### config.mk
export PLATFORM = sky130hd
export DESIGN_NAME = blake2b_round_ctr
export DESIGN_NICKNAME = d
export VERILOG_FILES = /design/src/design/blake2b_round_ctr.sv
export SDC_FILE = /design/constraint.sdc
export NUM_CORES = 1
export LEC_CHECK = 0
export BUFFER_PORTS_ARGS = -buffer_cell sky130_fd_sc_hd__clkbuf_2
export CAP_MARGIN = 20
export CORE_MARGIN = 2
export CORE_UTILIZATION = 30
export CTS_BUF_LIST = sky130_fd_sc_hd__clkbuf_4 sky130_fd_sc_hd__clkbuf_8
export DETAILED_ROUTE_END_ITERATION = 6
export MAX_ROUTING_LAYER = met4
export PLACE_DENSITY = 0.49
export SLEW_MARGIN = 20
export SYNTH_ARGS = -nofsm -noshare
export SYNTH_HDL_FRONTEND = slang
export SYNTH_SLANG_ARGS = --single-unit
### constraint.sdc
create_clock -name i_clk -period 3.8 [get_ports i_clk]
set_input_delay 0.38 -clock i_clk [delete_from_list [all_inputs] [get_ports i_clk]]
set_output_delay 0.38 -clock i_clk [all_outputs]
set_load 0.02 [all_outputs]
### src/design/blake2b_round_ctr.sv
// Half-round sequencer for the iterative compression, with SIGMA row and last-step flag
`timescale 1ns/1ps

module blake2b_round_ctr #(
  parameter int NUM_ROUNDS = 12
) (
  input  logic       i_clk,
  input  logic       i_rst,
  input  logic       i_clear,   // Restart at half-round 0
  input  logic       i_step,    // Advance one half-round
  output logic [3:0] o_round,   // Round index mod 10, selects SIGMA row
  output logic       o_diag,    // 0 column step, 1 diagonal step
  output logic       o_last     // Final half-round of the block
);

  localparam int HALF_ROUNDS = 2 * NUM_ROUNDS;
  localparam int CNT_W       = (HALF_ROUNDS > 1) ? $clog2(HALF_ROUNDS) : 1;

  logic [CNT_W-1:0] half_cnt;   // 0 .. HALF_ROUNDS-1
  logic [3:0]       sigma_idx;  // Kept separately so no divider is needed
  logic             last_step;

  assign last_step = (half_cnt == CNT_W'(HALF_ROUNDS - 1));
  assign o_last    = last_step;
  assign o_diag    = half_cnt[0];  // Low bit alternates column and diagonal
  assign o_round   = sigma_idx;

  always_ff @(posedge i_clk) begin
    if (i_rst || i_clear) begin
      half_cnt  <= '0;
      sigma_idx <= '0;
    end else if (i_step) begin
      half_cnt <= last_step ? '0 : half_cnt + 1'b1;
      // Round ends after its diagonal step
      if (half_cnt[0]) begin
        sigma_idx <= (last_step || sigma_idx == 4'd9) ? 4'd0 : sigma_idx + 4'd1;
      end
    end
  end

endmodule

==> results.yml <==
final_layout:
  area_growth_syn_to_layout_pct: 17.9
  final_core_util_pct: 37.8
  fill_cells: 161
  antenna_cells: 0
  nets: 73
  drive_gt1_share_pct: 24.6
clock_tree:
  cts_setup_buffers: 0
  ctsRootBufferMaster: "clkbuf_4"
  numCtsBuffers: 3
  path_clk_slew_ns: 0.05
  hold_buffers: 0
  cts_buffer_depth: 2
  cts_tree: "yes"
  cts.sinks: 9
  insertion_delay_ns: 0.26
  h-tree-depth: 1
  cts_resized: 0
die:
  io_pins: 10
  start_util_pct: 32.1
  die_w_um: 44.1
  core-area_um2: 1510
  die_area_um2: 1950
  rows: 14
  die_h_um: 44.1
global_routing:
  grt_first_pass_wirelength_um: 1670
  grt_max_degree: 10
  grt_pass1_vias: 366
  grt_overflow: 0
  grtUsageMet3_pct: 7.35
  antenna_found_initial: 0
  track_usage_pct: 12.7
  grtUsageMet2_pct: 18.8
  grt.busiest_layer: "met2"
  met1_usage_pct: 13.8
routing:
  drt_first_pass_iters: 2
  detail-route-antenna-nets: 0
  wl_um: 925
  routedWlPerCell_um: 11.4
  via_per_inst: 4.93
  via_count: 399
  drc: 0
  drt_iter0_drc: 5
sta:
  period_minus_slack_ns: 1.73
  setup_violations: 0
  slew_violations: 0
  relSlewSlack_pct: 79.5
  setup_tns_ns: 0
  worstMarginPinSlew_ns: 0.304
  rsz0062_at_grt: "false"
  clock_skew_ns: 0.00511
  max_freq_ghz: 0.577
  hold_violations: 0
  timing.final.crit_share_pct: 45.6
worst_setup_path:
  crit_type: "flip-flop to output pin"
  worstPathArrival_ns: 1.35
  critPathCaptureType: "output pin"
  cp.required_ns: 3.42
  cp_max_fo: 6
  critPathLaunchType: "flip-flop"
logic_synthesis:
  synth_top_area_share_pct: 37.3
  ys_seq_area_share_pct: 37.3
  ys_top_cells_by_count: "dfxtp_1 (9), nand2_1 (5), nor2_1 (5)"
  async_flop_share_pct: 0
  ys.flop_type: "dfxtp_1"
  syn_inst: 54
  syn_nets: 61
  synth.avg_cell_area_um2: 8.94
  netlist_area_um2: 483
  synth_top_area_cell: "dfxtp_1"
  ys_seq_elements: 9
  synth_edf_count: 0
  synth_most_common_cell: "dfxtp_1"
  synth_area_leaders: "dfxtp_1 (37%), ha_1 (7.8%), nand4b_4 (4.9%)"
  synth_cell_type_count: 27
  yosysWarnings: 0
run_status:
  status: "finished, final reports clean"
pwr:
  combPwrFrac_pct: 5.1
  seqPwrFrac_pct: 52.2
  peakVddDrop_mv: 0.159
  powerDensity_nw_per_um2: 324
  p_leak_nw: 0.267
  swShare_pct: 20.7
  p_switching_w: 0.0000383
  intPower_w: 0.000146
  power_frac_clock_pct: 42.7
placement:
  io_buffers: 9
  gp_congestion: 0.738
  dp_hpwl_um: 700
job:
  drv_cap: 0
min_path:
  holdCritPathClass: "primary input to flip-flop"
-- stage by stage --
stage               instance area [µm²]  cells  setup WS, ns  hold WS, ns  total power (W)
global route                        569     81          1.97        0.482         0.000195
CTS                                 569     81          2.05        0.440         0.000190
global placement                    539     77          2.31        0.498         0.000108
detailed placement                  539     77          2.26        0.502         0.000108
finish                              569     81          2.07        0.460         0.000185
floorplan                           483     54          2.22        0.479         0.000105
-- state kept, by name, summed over array words and instances (netlist names) --
| name | cells |
|---|---|
| half_cnt | 5 |
| o_round | 4 |
-- worst max-delay path: stages (launching register included) --
cell	delay [ns]
dfxtp_1	0.40
ha_1	0.29
nand4b_4	0.16
inv_2	0.09
clkbuf_2	0.16
-- final cells by class --
type / count / area (µm²) / area share [%]
clock buffer: 4 / 30.0 / 5.27
timing repair buffer: 9 / 45.0 / 7.91
sequential: 9 / 180 / 31.6
inverter: 3 / 11.3 / 1.98
multi-input combinational: 40 / 283 / 49.7
tap: 16 / 20.0 / 3.52
-- metal layers --
layer  share of wire, %  vias up  wire (µm)
li1                   -      218          -
met3                6.2        2         57
met4                1.2        0         11
met2                 44        6        405
met1                 49      173        451
met5                  0        -          0
-- cell usage in the layout (no fill, tap or decap) --
cell type,netlist,final
ha_1,3,3
nand2_1,5,5
clkbuf_4,0,4
nand4_1,3,3
nand3b_1,2,2
or2_2,1,1
and2_1,1,1
a21oi_1,3,3
nor2_1,5,5
nand4b_1,2,2
o31ai_1,1,1
nor4_1,1,1
a31oi_1,1,1
inv_1,2,2
mux2i_1,2,2
or2b_1,1,1
nand3_1,2,2
nor4b_1,1,1
or4_1,1,1
nor2b_1,1,1
inv_2,1,1
dfxtp_1,9,9
and4_1,1,1
clkbuf_2,0,9
o21a_1,1,1
xor2_1,1,1
nand4b_4,1,1
-- cell families after synthesis --
family	synth area share, %
buf+inv	4.14
mux	4.15
flops	37.3
simple gates	37.3
xor+xnor	1.81
fa+ha+maj	7.77
compound gates	7.51
-- power groups by stage --
| stage | logic, W | clock network [W] | registers, W |
|---|---|---|---|
| 2_1_floorplan | 0.00000572 | 0 | 0.0000991 |
| 3_3_place_gp | 0.00000986 | 0 | 0.0000984 |
| 3_5_place_dp | 0.00000953 | 0 | 0.0000984 |
| 4_1_cts | 0.00000965 | 0.0000836 | 0.0000963 |
| 5_1_grt | 0.0000106 | 0.0000883 | 0.0000965 |
| 6_report | 0.00000949 | 0.0000788 | 0.0000963 |
-- worst paths after layout --
kind | startpoint | end | slack [ns] | depth (start not counted)
min reg2reg | o_round[1] | o_round[1] | 0.50 | 2
max reg2reg | half_cnt[0] | o_round[3] | 2.26 | 5
max | half_cnt[0] | o_last | 2.07 | 4
min | i_clear | o_round[2] | 0.46 | 4
No activity file was read; power rests on OpenSTA's default activity.
