`src/design/blake2b_pkg.sv`:
```
// BLAKE2b algorithm constants: word type, IV, message schedule and G lane mapping
package blake2b_pkg;

  typedef logic [63:0] word_t;    // One BLAKE2b state word

  localparam int BLOCK_BYTES = 128; // Message block size in bytes

  // Initialization vector, same as SHA-512, word 0 first
  localparam word_t IV [8] = '{
    64'h6a09e667f3bcc908,
    64'hbb67ae8584caa73b,
    64'h3c6ef372fe94f82b,
    64'ha54ff53a5f1d36f1,
    64'h510e527fade682d1,
    64'h9b05688c2b3e6c1f,
    64'h1f83d9abfb41bd6b,
    64'h5be0cd19137e2179
  };

  // Message word permutation per round, rounds 10 and 11 reuse rows 0 and 1
  localparam logic [3:0] SIGMA [10][16] = '{
    '{ 0,  1,  2,  3,  4,  5,  6,  7,  8,  9, 10, 11, 12, 13, 14, 15},
    '{14, 10,  4,  8,  9, 15, 13,  6,  1, 12,  0,  2, 11,  7,  5,  3},
    '{11,  8, 12,  0,  5,  2, 15, 13, 10, 14,  3,  6,  7,  1,  9,  4},
    '{ 7,  9,  3,  1, 13, 12, 11, 14,  2,  6,  5, 10,  4,  0, 15,  8},
    '{ 9,  0,  5,  7,  2,  4, 10, 15, 14,  1, 11, 12,  6,  8,  3, 13},
    '{ 2, 12,  6, 10,  0, 11,  8,  3,  4, 13,  7,  5, 15, 14,  1,  9},
    '{12,  5,  1, 15, 14, 13,  4, 10,  0,  7,  6,  3,  9,  2,  8, 11},
    '{13, 11,  7, 14, 12,  1,  3,  9,  5,  0, 15,  4,  8,  6,  2, 10},
    '{ 6, 15, 14,  9, 11,  3,  0,  8, 12,  2, 13,  7,  1,  4, 10,  5},
    '{10,  2,  8,  4,  7,  6,  1,  5, 15, 11,  9, 14,  3, 12, 13,  0}
  };

  // Work vector indices (a, b, c, d) for each of the four G lanes
  // First 16 entries are the column step, last 16 the diagonal step
  localparam logic [3:0] G_MAPPING [32] = '{
    0,  4,  8, 12,   // Column lane 0
    1,  5,  9, 13,   // Column lane 1
    2,  6, 10, 14,   // Column lane 2
    3,  7, 11, 15,   // Column lane 3
    0,  5, 10, 15,   // Diagonal lane 0
    1,  6, 11, 12,   // Diagonal lane 1
    2,  7,  8, 13,   // Diagonal lane 2
    3,  4,  9, 14    // Diagonal lane 3
  };

endpackage
```
`src/design/hash_stream_pkg.sv`:
```
// Stream beat types for the hash core and its control state encoding
package hash_stream_pkg;

  localparam int CTL_BITS = 8;  // User tag width, returned unchanged with the hash

  // Input beat, one whole message block
  typedef struct packed {
    logic [blake2b_pkg::BLOCK_BYTES*8-1:0] dat;  // Byte 0 in bits [7:0], zero padded
    logic [7:0]                            byte_len; // 0 to 128
    logic [CTL_BITS-1:0]                   ctl;      // Tag
  } hash_in_t;

  // Output beat, full 512-bit chaining value
  typedef struct packed {
    logic [511:0]        dat;   // Word 0 of h in the low bits
    logic [CTL_BITS-1:0] ctl;   // Tag of the message
  } hash_out_t;

  // Controller states
  typedef enum logic [1:0] {
    ST_IDLE  = 2'd0,  // Waiting for a block
    ST_MIX   = 2'd1,  // Running half-rounds
    ST_FINAL = 2'd2,  // Fold work vector into h
    ST_OUT   = 2'd3   // Holding result until taken
  } ctrl_state_e;

endpackage

```
`src/design/blake2b_ctrl.sv`:
```
// Hash core controller: stream handshakes and load, mix and finalize strobes
`timescale 1ns/1ps

module blake2b_ctrl (
  input  logic i_clk,
  input  logic i_rst,
  // Input stream handshake
  input  logic i_block_val,
  output logic o_block_rdy,
  // Output stream handshake
  output logic o_hash_val,
  input  logic i_hash_rdy,
  // Round counter
  input  logic i_last,      // Current half-round is the final one
  output logic o_clear,
  output logic o_step,
  // Datapath strobes
  output logic o_load,
  output logic o_mix,
  output logic o_final
);
  import hash_stream_pkg::*;

  ctrl_state_e state;
  ctrl_state_e state_nxt;
  logic        accept;    // Input beat taken this edge
  logic        out_take;  // Output beat taken this edge

  // Handshakes are only evaluated here
  assign accept   = (state == ST_IDLE) && i_block_val;
  assign out_take = (state == ST_OUT) && i_hash_rdy;

  always_comb begin
    state_nxt = state;
    unique case (state)
      ST_IDLE: begin
        if (accept) state_nxt = ST_MIX;
      end
      ST_MIX: begin
        if (i_last) state_nxt = ST_FINAL;  // Last half-round runs this edge
      end
      ST_FINAL: begin
        state_nxt = ST_OUT;                // h folded in one cycle
      end
      ST_OUT: begin
        if (out_take) state_nxt = ST_IDLE;
      end
      default: state_nxt = ST_IDLE;
    endcase
  end

  always_ff @(posedge i_clk) begin
    if (i_rst) begin
      state <= ST_IDLE;
    end else begin
      state <= state_nxt;
    end
  end

  // Load state and restart the counter on the accept edge
  assign o_load  = accept;
  assign o_clear = accept;

  // One half-round per cycle while mixing
  assign o_mix  = (state == ST_MIX);
  assign o_step = (state == ST_MIX);

  assign o_final = (state == ST_FINAL);

  // Stream flags follow the state directly
  assign o_block_rdy = (state == ST_IDLE);  // One message in flight at most
  assign o_hash_val  = (state == ST_OUT);

endmodule

```
`config.mk`:
```
export PLATFORM = sky130hd
export DESIGN_NAME = blake2b_ctrl
export DESIGN_NICKNAME = d
export VERILOG_FILES = /design/src/design/blake2b_pkg.sv /design/src/design/hash_stream_pkg.sv /design/src/design/blake2b_ctrl.sv
export SDC_FILE = /design/constraint.sdc
export NUM_CORES = 1
export LEC_CHECK = 0
export BUFFER_PORTS_ARGS = -buffer_cell sky130_fd_sc_hd__clkbuf_2
export CAP_MARGIN = 20
export CORE_AREA = 2 2 39 41
export CTS_BUF_LIST = sky130_fd_sc_hd__clkbuf_8 sky130_fd_sc_hd__clkbuf_16
export CTS_CLUSTER_SIZE = 40
export DETAILED_ROUTE_END_ITERATION = 8
export DIE_AREA = 0 0 41 43
export GPL_TIMING_DRIVEN = 1
export PLACE_DENSITY_LB_ADDON = 0.3
export SLEW_MARGIN = 20
export SYNTH_ARGS = -nofsm -noshare
export SYNTH_HDL_FRONTEND = slang
export SYNTH_SLANG_ARGS = --single-unit
```
`constraint.sdc`:
```
create_clock -name i_clk -period 1.4 [get_ports i_clk]
set_input_delay 0.14 -clock i_clk [delete_from_list [all_inputs] [get_ports i_clk]]
set_output_delay 0.14 -clock i_clk [all_outputs]
set_load 0.01 [all_outputs]
```
==> flow_metrics.tcl, run 1 <==
set metrics [dict create \
    cts_tree "built" \
    r2r-end "state[0]" \
    cts-root-buf "clkbuf_8" \
    worstPathMaxFanout 3 \
    regMostFlops "state" \
    postLayoutCellArea_sq_um 309 \
    syn-num-nets 29 \
    dieArea_sq_um 1760 \
    drive_gt1_share_pct 52.9 \
    syn_to_final_growth_pct 64.7 \
    h-tree-depth 1 \
    hold_buffers 0 \
    crit_arrival_ns 1.43 \
    die_x_um 41 \
    syn_inst 20 \
    crit_path_start_kind "flip-flop" \
    worst_clock_skew_ns 0.00156 \
    min_to "state[0]" \
    route.met3.wl_um 56 \
    crit_type "reg2reg" \
    min_delay_path_depth 2 \
    io_buffers 11 \
    fp.dieH_um 43 \
    finalSetupViolCount 0 \
    cts_buffers 3 \
    r2r-start "state[1]" \
    critical-path-top-delay-family "compound AO/OA/AOI/OAI gates" \
    top_layer_used "met3" \
    cpMaxStageDelayCell "dfxtp_1" \
    r2r_cells 5 \
    start_util_pct 13.6 \
    clkLatencyLatePin_ns 0.21 \
    crit_buf_inv 1 \
    routed_wl_um 385 \
    dp_cells 47 \
    slew_headroom_pct 78.4 \
    min_period_ns 1.30 \
    largest_reg_flops 2 \
    multi_input_area_sq_um 126 \
    drv_cap 0 \
    grt_use_total_pct 5.21 \
    vias 183 \
    fin_cells 50 \
    hold_viol 0 \
    drc 0 \
    p_per_area_nw_per_um2 2300 \
    irDropWorstVdd_v 0.000524 \
    ant_nets 0 \
    grt_pass1_wl_um 586 \
    nFillCells 159 \
    critPathRequiredTime_ns 1.52 \
    path_clk_slew_ns 0.03 \
    cp-end-kind "flip-flop" \
    clock_sinks 2 \
    cts_resized 0 \
    grt_max_degree 5 \
    yosysTopAreaCellShare_pct 26.7 \
    wirelength_met1_um 152 \
    rrSetupSlack_ns 0.1 \
    via_per_inst 3.66 \
    antenna_found_initial 0 \
    dpl_cell_area_sq_um 263 \
    gp_congestion 0.566 \
    period_share_pct 93.2 \
    grt_pass1_vias 161 \
    dr.first_iter.drc_count 0 \
    power_leakage_nw 0.163 \
    slew_violations 0 \
    nets 45 \
    fmax_ghz 0.766 \
    reg_top3 "state x2" \
    rows 14 \
    yosysTopAreaCell "ha_1" \
    drt_pass1_iterations 1 \
    seq_area_frac_synth_pct 21.3 \
    outcome "finished, final reports clean" \
    regArea_sq_um 40.0 \
    gr-total-overflow 0 \
    ys_ff_latch 2 \
    cpPeakStageDelay_ns 0.34 \
    ys_warn_count 0 \
    syn_area_sq_um 188 \
    dr_wl_met2_um 176 \
    cts_setup_buffers 0 \
    crit_chain "inv_1 -> ha_1 -> nor2b_1 -> a211o_1 -> a211oi_2" \
    min_from "i_rst" \
    synth_cell_types 12 \
    antenna_cells 0 \
    tightest_slew_ns 0.321 \
    avgSynthCellArea_sq_um 9.38 \
    coreArea_sq_um 1380 \
    synth.area.top_cells "ha_1 (27%), dfxtp_1 (21%), buf_4 (8.0%)" \
    wl_per_cell_um 7.70 \
    ios 12 \
    clock_path_buffers 2 \
    worstHoldPathType "in2reg" \
]
[power breakdown]
group	internal [mW]	switching (mW)	total [mW]
Combinational	0.191	0.193	0.384
Clock	0.181	0.0409	0.222
Sequential	0.0848	0.0196	0.104
[Yosys cell counts]
cell and n:
ha_1 4, inv_1 3, buf_4 2, dfxtp_1 2, nand2b_1 2, a211o_1 1, a211oi_1 1, and2_1 1
mux2i_1 1, nor2b_1 1, nor2b_4 1, nor4_1 1
[cells by family (layout without fill, tap and decap cells)]
group / count (synthesis) / in the layout / share of synthesized area (%)
AND/OR/NAND/NOR: 6 / 6 / 24.0
buffers and inverters: 5 / 19 / 14.0
adder cells (fa/ha/maj): 4 / 4 / 26.7
AO/OA/AOI/OAI: 2 / 2 / 8.67
flip-flops: 2 / 2 / 21.3
multiplexers: 1 / 1 / 5.33
[placed cells by master, fill, tap and decap left out, drive strengths merged]
master / instances
clkbuf: 14
ha: 4
inv: 3
nand2b: 2
buf: 2
dfxtp: 2
nor2b: 2
and2: 1
a211o: 1
mux2i: 1
nor4: 1
a211oi: 1
[metal layers]
metal / vias up / track usage, %
met4: 0 / 4.00
li1: 91 / -
met2: 13 / 7.81
met3: 0 / 3.14
met1: 79 / 4.79
met5: - / 0
[final cells by class]
class | instances | area share, %
Multi-Input combinational cell | 13 | 40.9
Timing Repair Buffer | 13 | 22.7
Clock buffer | 3 | 13.4
Sequential cell | 2 | 13.0
Tap cell | 16 | 6.48
Inverter | 3 | 3.64
[metrics by stage]
| stage | setup TNS (ns) | hold slack (ns) | setup slack (ns) | utilization [%] | power [mW] |
|---|---|---|---|---|---|
| after floorplan | 0 | 0.213 | 0.0846 | - | 0.364 |
| after global placement | 0 | 0.342 | 0.0528 | 19.0 | 0.489 |
| after detailed placement | 0 | 0.344 | 0.0745 | 19.0 | 0.480 |
| after CTS | 0 | 0.129 | 0.0514 | 22.0 | 0.716 |
| after global routing | -0.00421 | 0.153 | -0.00421 | 22.3 | 0.791 |
| final | 0 | 0.129 | 0.0952 | 22.3 | 0.711 |
[worst max path at each step]
stage	end	depth (start not counted)	from	slack, ns
detailed placement	state[0]	5	state[1]	0.07
finish	state[0]	5	state[1]	0.1
global route	state[0]	5	state[1]	-0.004
CTS	state[0]	5	state[1]	0.05
global placement	state[0]	5	state[1]	0.05
floorplan	state[0]	5	state[1]	0.08
No activity file was read; power rests on OpenSTA's default activity.
==> run 2, diff against run 1 <==
--- a/config.mk
+++ b/config.mk
@@ -5,13 +5,13 @@
 export SDC_FILE = /design/constraint.sdc
 export NUM_CORES = 1
 export LEC_CHECK = 0
-export BUFFER_PORTS_ARGS = -buffer_cell sky130_fd_sc_hd__clkbuf_2
 export CAP_MARGIN = 20
 export CORE_AREA = 2 2 39 41
 export CTS_BUF_LIST = sky130_fd_sc_hd__clkbuf_8 sky130_fd_sc_hd__clkbuf_16
 export CTS_CLUSTER_SIZE = 40
 export DETAILED_ROUTE_END_ITERATION = 8
 export DIE_AREA = 0 0 41 43
+export DONT_BUFFER_PORTS = 1
 export GPL_TIMING_DRIVEN = 1
 export PLACE_DENSITY_LB_ADDON = 0.3
 export SLEW_MARGIN = 20
==> run 2 against run 1 <==
  * Via count fell by 19%
  * Design area fell by 12%
  * Combinational power shrank 17%
  * Clock power about the same
  * First-iteration DRC count increased by 1
  * Non-clock buffer count fell by 9
  * Critical path type unchanged
  * Critical endpoint unchanged
  * Largest cell class unchanged
  * Highest routed layer unchanged
==> flow_metrics.tcl, run 2 (synthesis gave the netlist of run 1 again) <==
set metrics [dict create \
    slew_headroom_pct 77.4 \
    h-tree-depth 1 \
    rrSetupSlack_ns 0.11 \
    io_buffers 0 \
    crit_type "reg2reg" \
    grt_pass1_vias 133 \
    grt_use_total_pct 4.21 \
    period_share_pct 92.4 \
    via_per_inst 3.63 \
    vias 149 \
    crit_path_start_kind "flip-flop" \
    nFillCells 156 \
    drt_pass1_iterations 4 \
    dieArea_sq_um 1760 \
    worstPathMaxFanout 4 \
    final_cell_mix "ha_1 (4), inv_1 (3), clkbuf_8 (3), buf_4 (3), nand2b_1 (2)" \
    crit_chain "inv_1 -> ha_1 -> a211o_1 -> a211oi_2" \
    fin_util_pct 19.7 \
    tightest_slew_ns 0.336 \
    dpl_cell_area_sq_um 215 \
    cts_tree "built" \
    p_sw_share_pct 35.8 \
    clock_path_buffers 2 \
    multi_input_area_sq_um 126 \
    fp.dieH_um 43 \
    r2r-start "state[0]" \
    drc 0 \
    gp_congestion 0.463 \
    hold_viol 0 \
    mostFrequentLayoutCell "ha_1" \
    crit_buf_inv 1 \
    slew_violations 0 \
    wl_per_cell_um 8.07 \
    power_switching_uw 234 \
    worstHoldPathType "in2reg" \
    ant_nets 0 \
    antenna_found_initial 0 \
    start_util_pct 13.6 \
    whs_ns 0.112 \
    worst_clock_skew_ns 0.00259 \
    outcome "finished, final reports clean" \
    cts_setup_buffers 0 \
    critical-path-top-delay-family "compound AO/OA/AOI/OAI gates" \
    nets 36 \
    combPwrFrac_pct 48.7 \
    rsz0062_at_grt "false" \
    clock_sinks 2 \
    drv_cap 0 \
    crit_arrival_ns 1.42 \
    coreArea_sq_um 1380 \
    cts_buffers 3 \
    grt_max_degree 5 \
    power_leakage_nw 0.125 \
    reg_top3 "state x2" \
    grt_pass1_wl_um 469 \
    fmax_ghz 0.773 \
    dp_cells 37 \
    fin_tns_setup_ns 0 \
    syn_to_final_growth_pct 45.3 \
    ios 12 \
    dr.first_iter.drc_count 1 \
    r2r_cells 4 \
    finalSetupViolCount 0 \
    largest_reg_flops 2 \
    postLayoutCellArea_sq_um 273 \
    routed_wl_um 331 \
    die_x_um 41 \
    pwr-share-seq_pct 17.4 \
    min_delay_path_depth 2 \
    critPathRequiredTime_ns 1.53 \
    r2r-end "state[0]" \
    cp-end-kind "flip-flop" \
    cpPeakStageDelay_ns 0.35 \
    fin_cells 41 \
    drive_gt1_share_pct 36.0 \
    min_period_ns 1.29 \
    cpMaxStageDelayCell "dfxtp_1" \
    gr-total-overflow 0 \
    regMostFlops "state" \
    power.internal_uw 419 \
    regArea_sq_um 41.3 \
    irDropWorstVdd_v 0.000492 \
    clkLatencyLatePin_ns 0.21 \
    min_from "i_rst" \
    path_clk_slew_ns 0.03 \
    antenna_cells 0 \
    min_to "state[1]" \
    pwr-share-clk_pct 33.9 \
    rows 14 \
    cts-root-buf "clkbuf_8" \
    p_per_area_nw_per_um2 2390 \
]
[run 2: cell count changes in the layout (fill, tap and decap cells not counted)]
cell / before / now
buf_4: 2 / 3
dlygate4sd3_1: 0 / 1
clkbuf_2: 11 / 0
dfxtp_2: 0 / 1
dfxtp_1: 2 / 1
[run 2: worst max path at each step]
stage,start,to,slack (ns),cells after the start
final,state[0],state[0],0.11,4
after CTS,state[1],state[0],0.02,5
after floorplan,state[1],state[0],0.08,5
after detailed placement,state[1],state[0],0.03,5
after global routing,state[0],state[0],0.01,4
after global placement,state[1],state[0],0.04,5
[run 2: power by group through the flow]
stage	clock network [mW]	registers [mW]	logic [mW]
2_1_floorplan	0	0.105	0.260
3_3_place_gp	0	0.110	0.306
6_report	0.221	0.113	0.318
4_1_cts	0.228	0.111	0.308
3_5_place_dp	0	0.112	0.307
5_1_grt	0.233	0.122	0.361
[run 2: cell type report]
| type | count | share of cell area [%] |
|---|---|---|
| Timing Repair Buffer | 4 | 11.9 |
| Sequential cell | 2 | 15.1 |
| Inverter | 3 | 4.13 |
| Multi-Input combinational cell | 13 | 46.3 |
| Clock buffer | 3 | 15.1 |
| Tap cell | 16 | 7.34 |
[run 2: per-stage QoR]
step                power (mW)  setup WS [ns]
floorplan                0.364         0.0846
global placement         0.416         0.0436
detailed placement       0.418         0.0339
CTS                      0.647         0.0228
global route             0.715         0.0134
finish                   0.653          0.106
[run 2: repair_timing]
item | 4_1_cts | 5_1_grt
gates resized for setup | 0 | 2
hold endpoints to repair | 0 | 1
hold buffers | 0 | 1
endpoints found under the setup margin | 0 | 1
[run 2: worst reg2reg max path, cell delays in order (launching register included)]
cell and delay, ns:
dfxtp_1 0.35, inv_1 0.10, ha_1 0.24, a211o_1 0.31
a211oi_2 0.22
[run 2: routing by layer]
layer	part of all wire (%)	global-route usage, %	wire (um)
met5	0	0	0
met4	0	2.00	0
met3	22	4.19	74
met2	40	5.94	134
met1	37	3.83	122
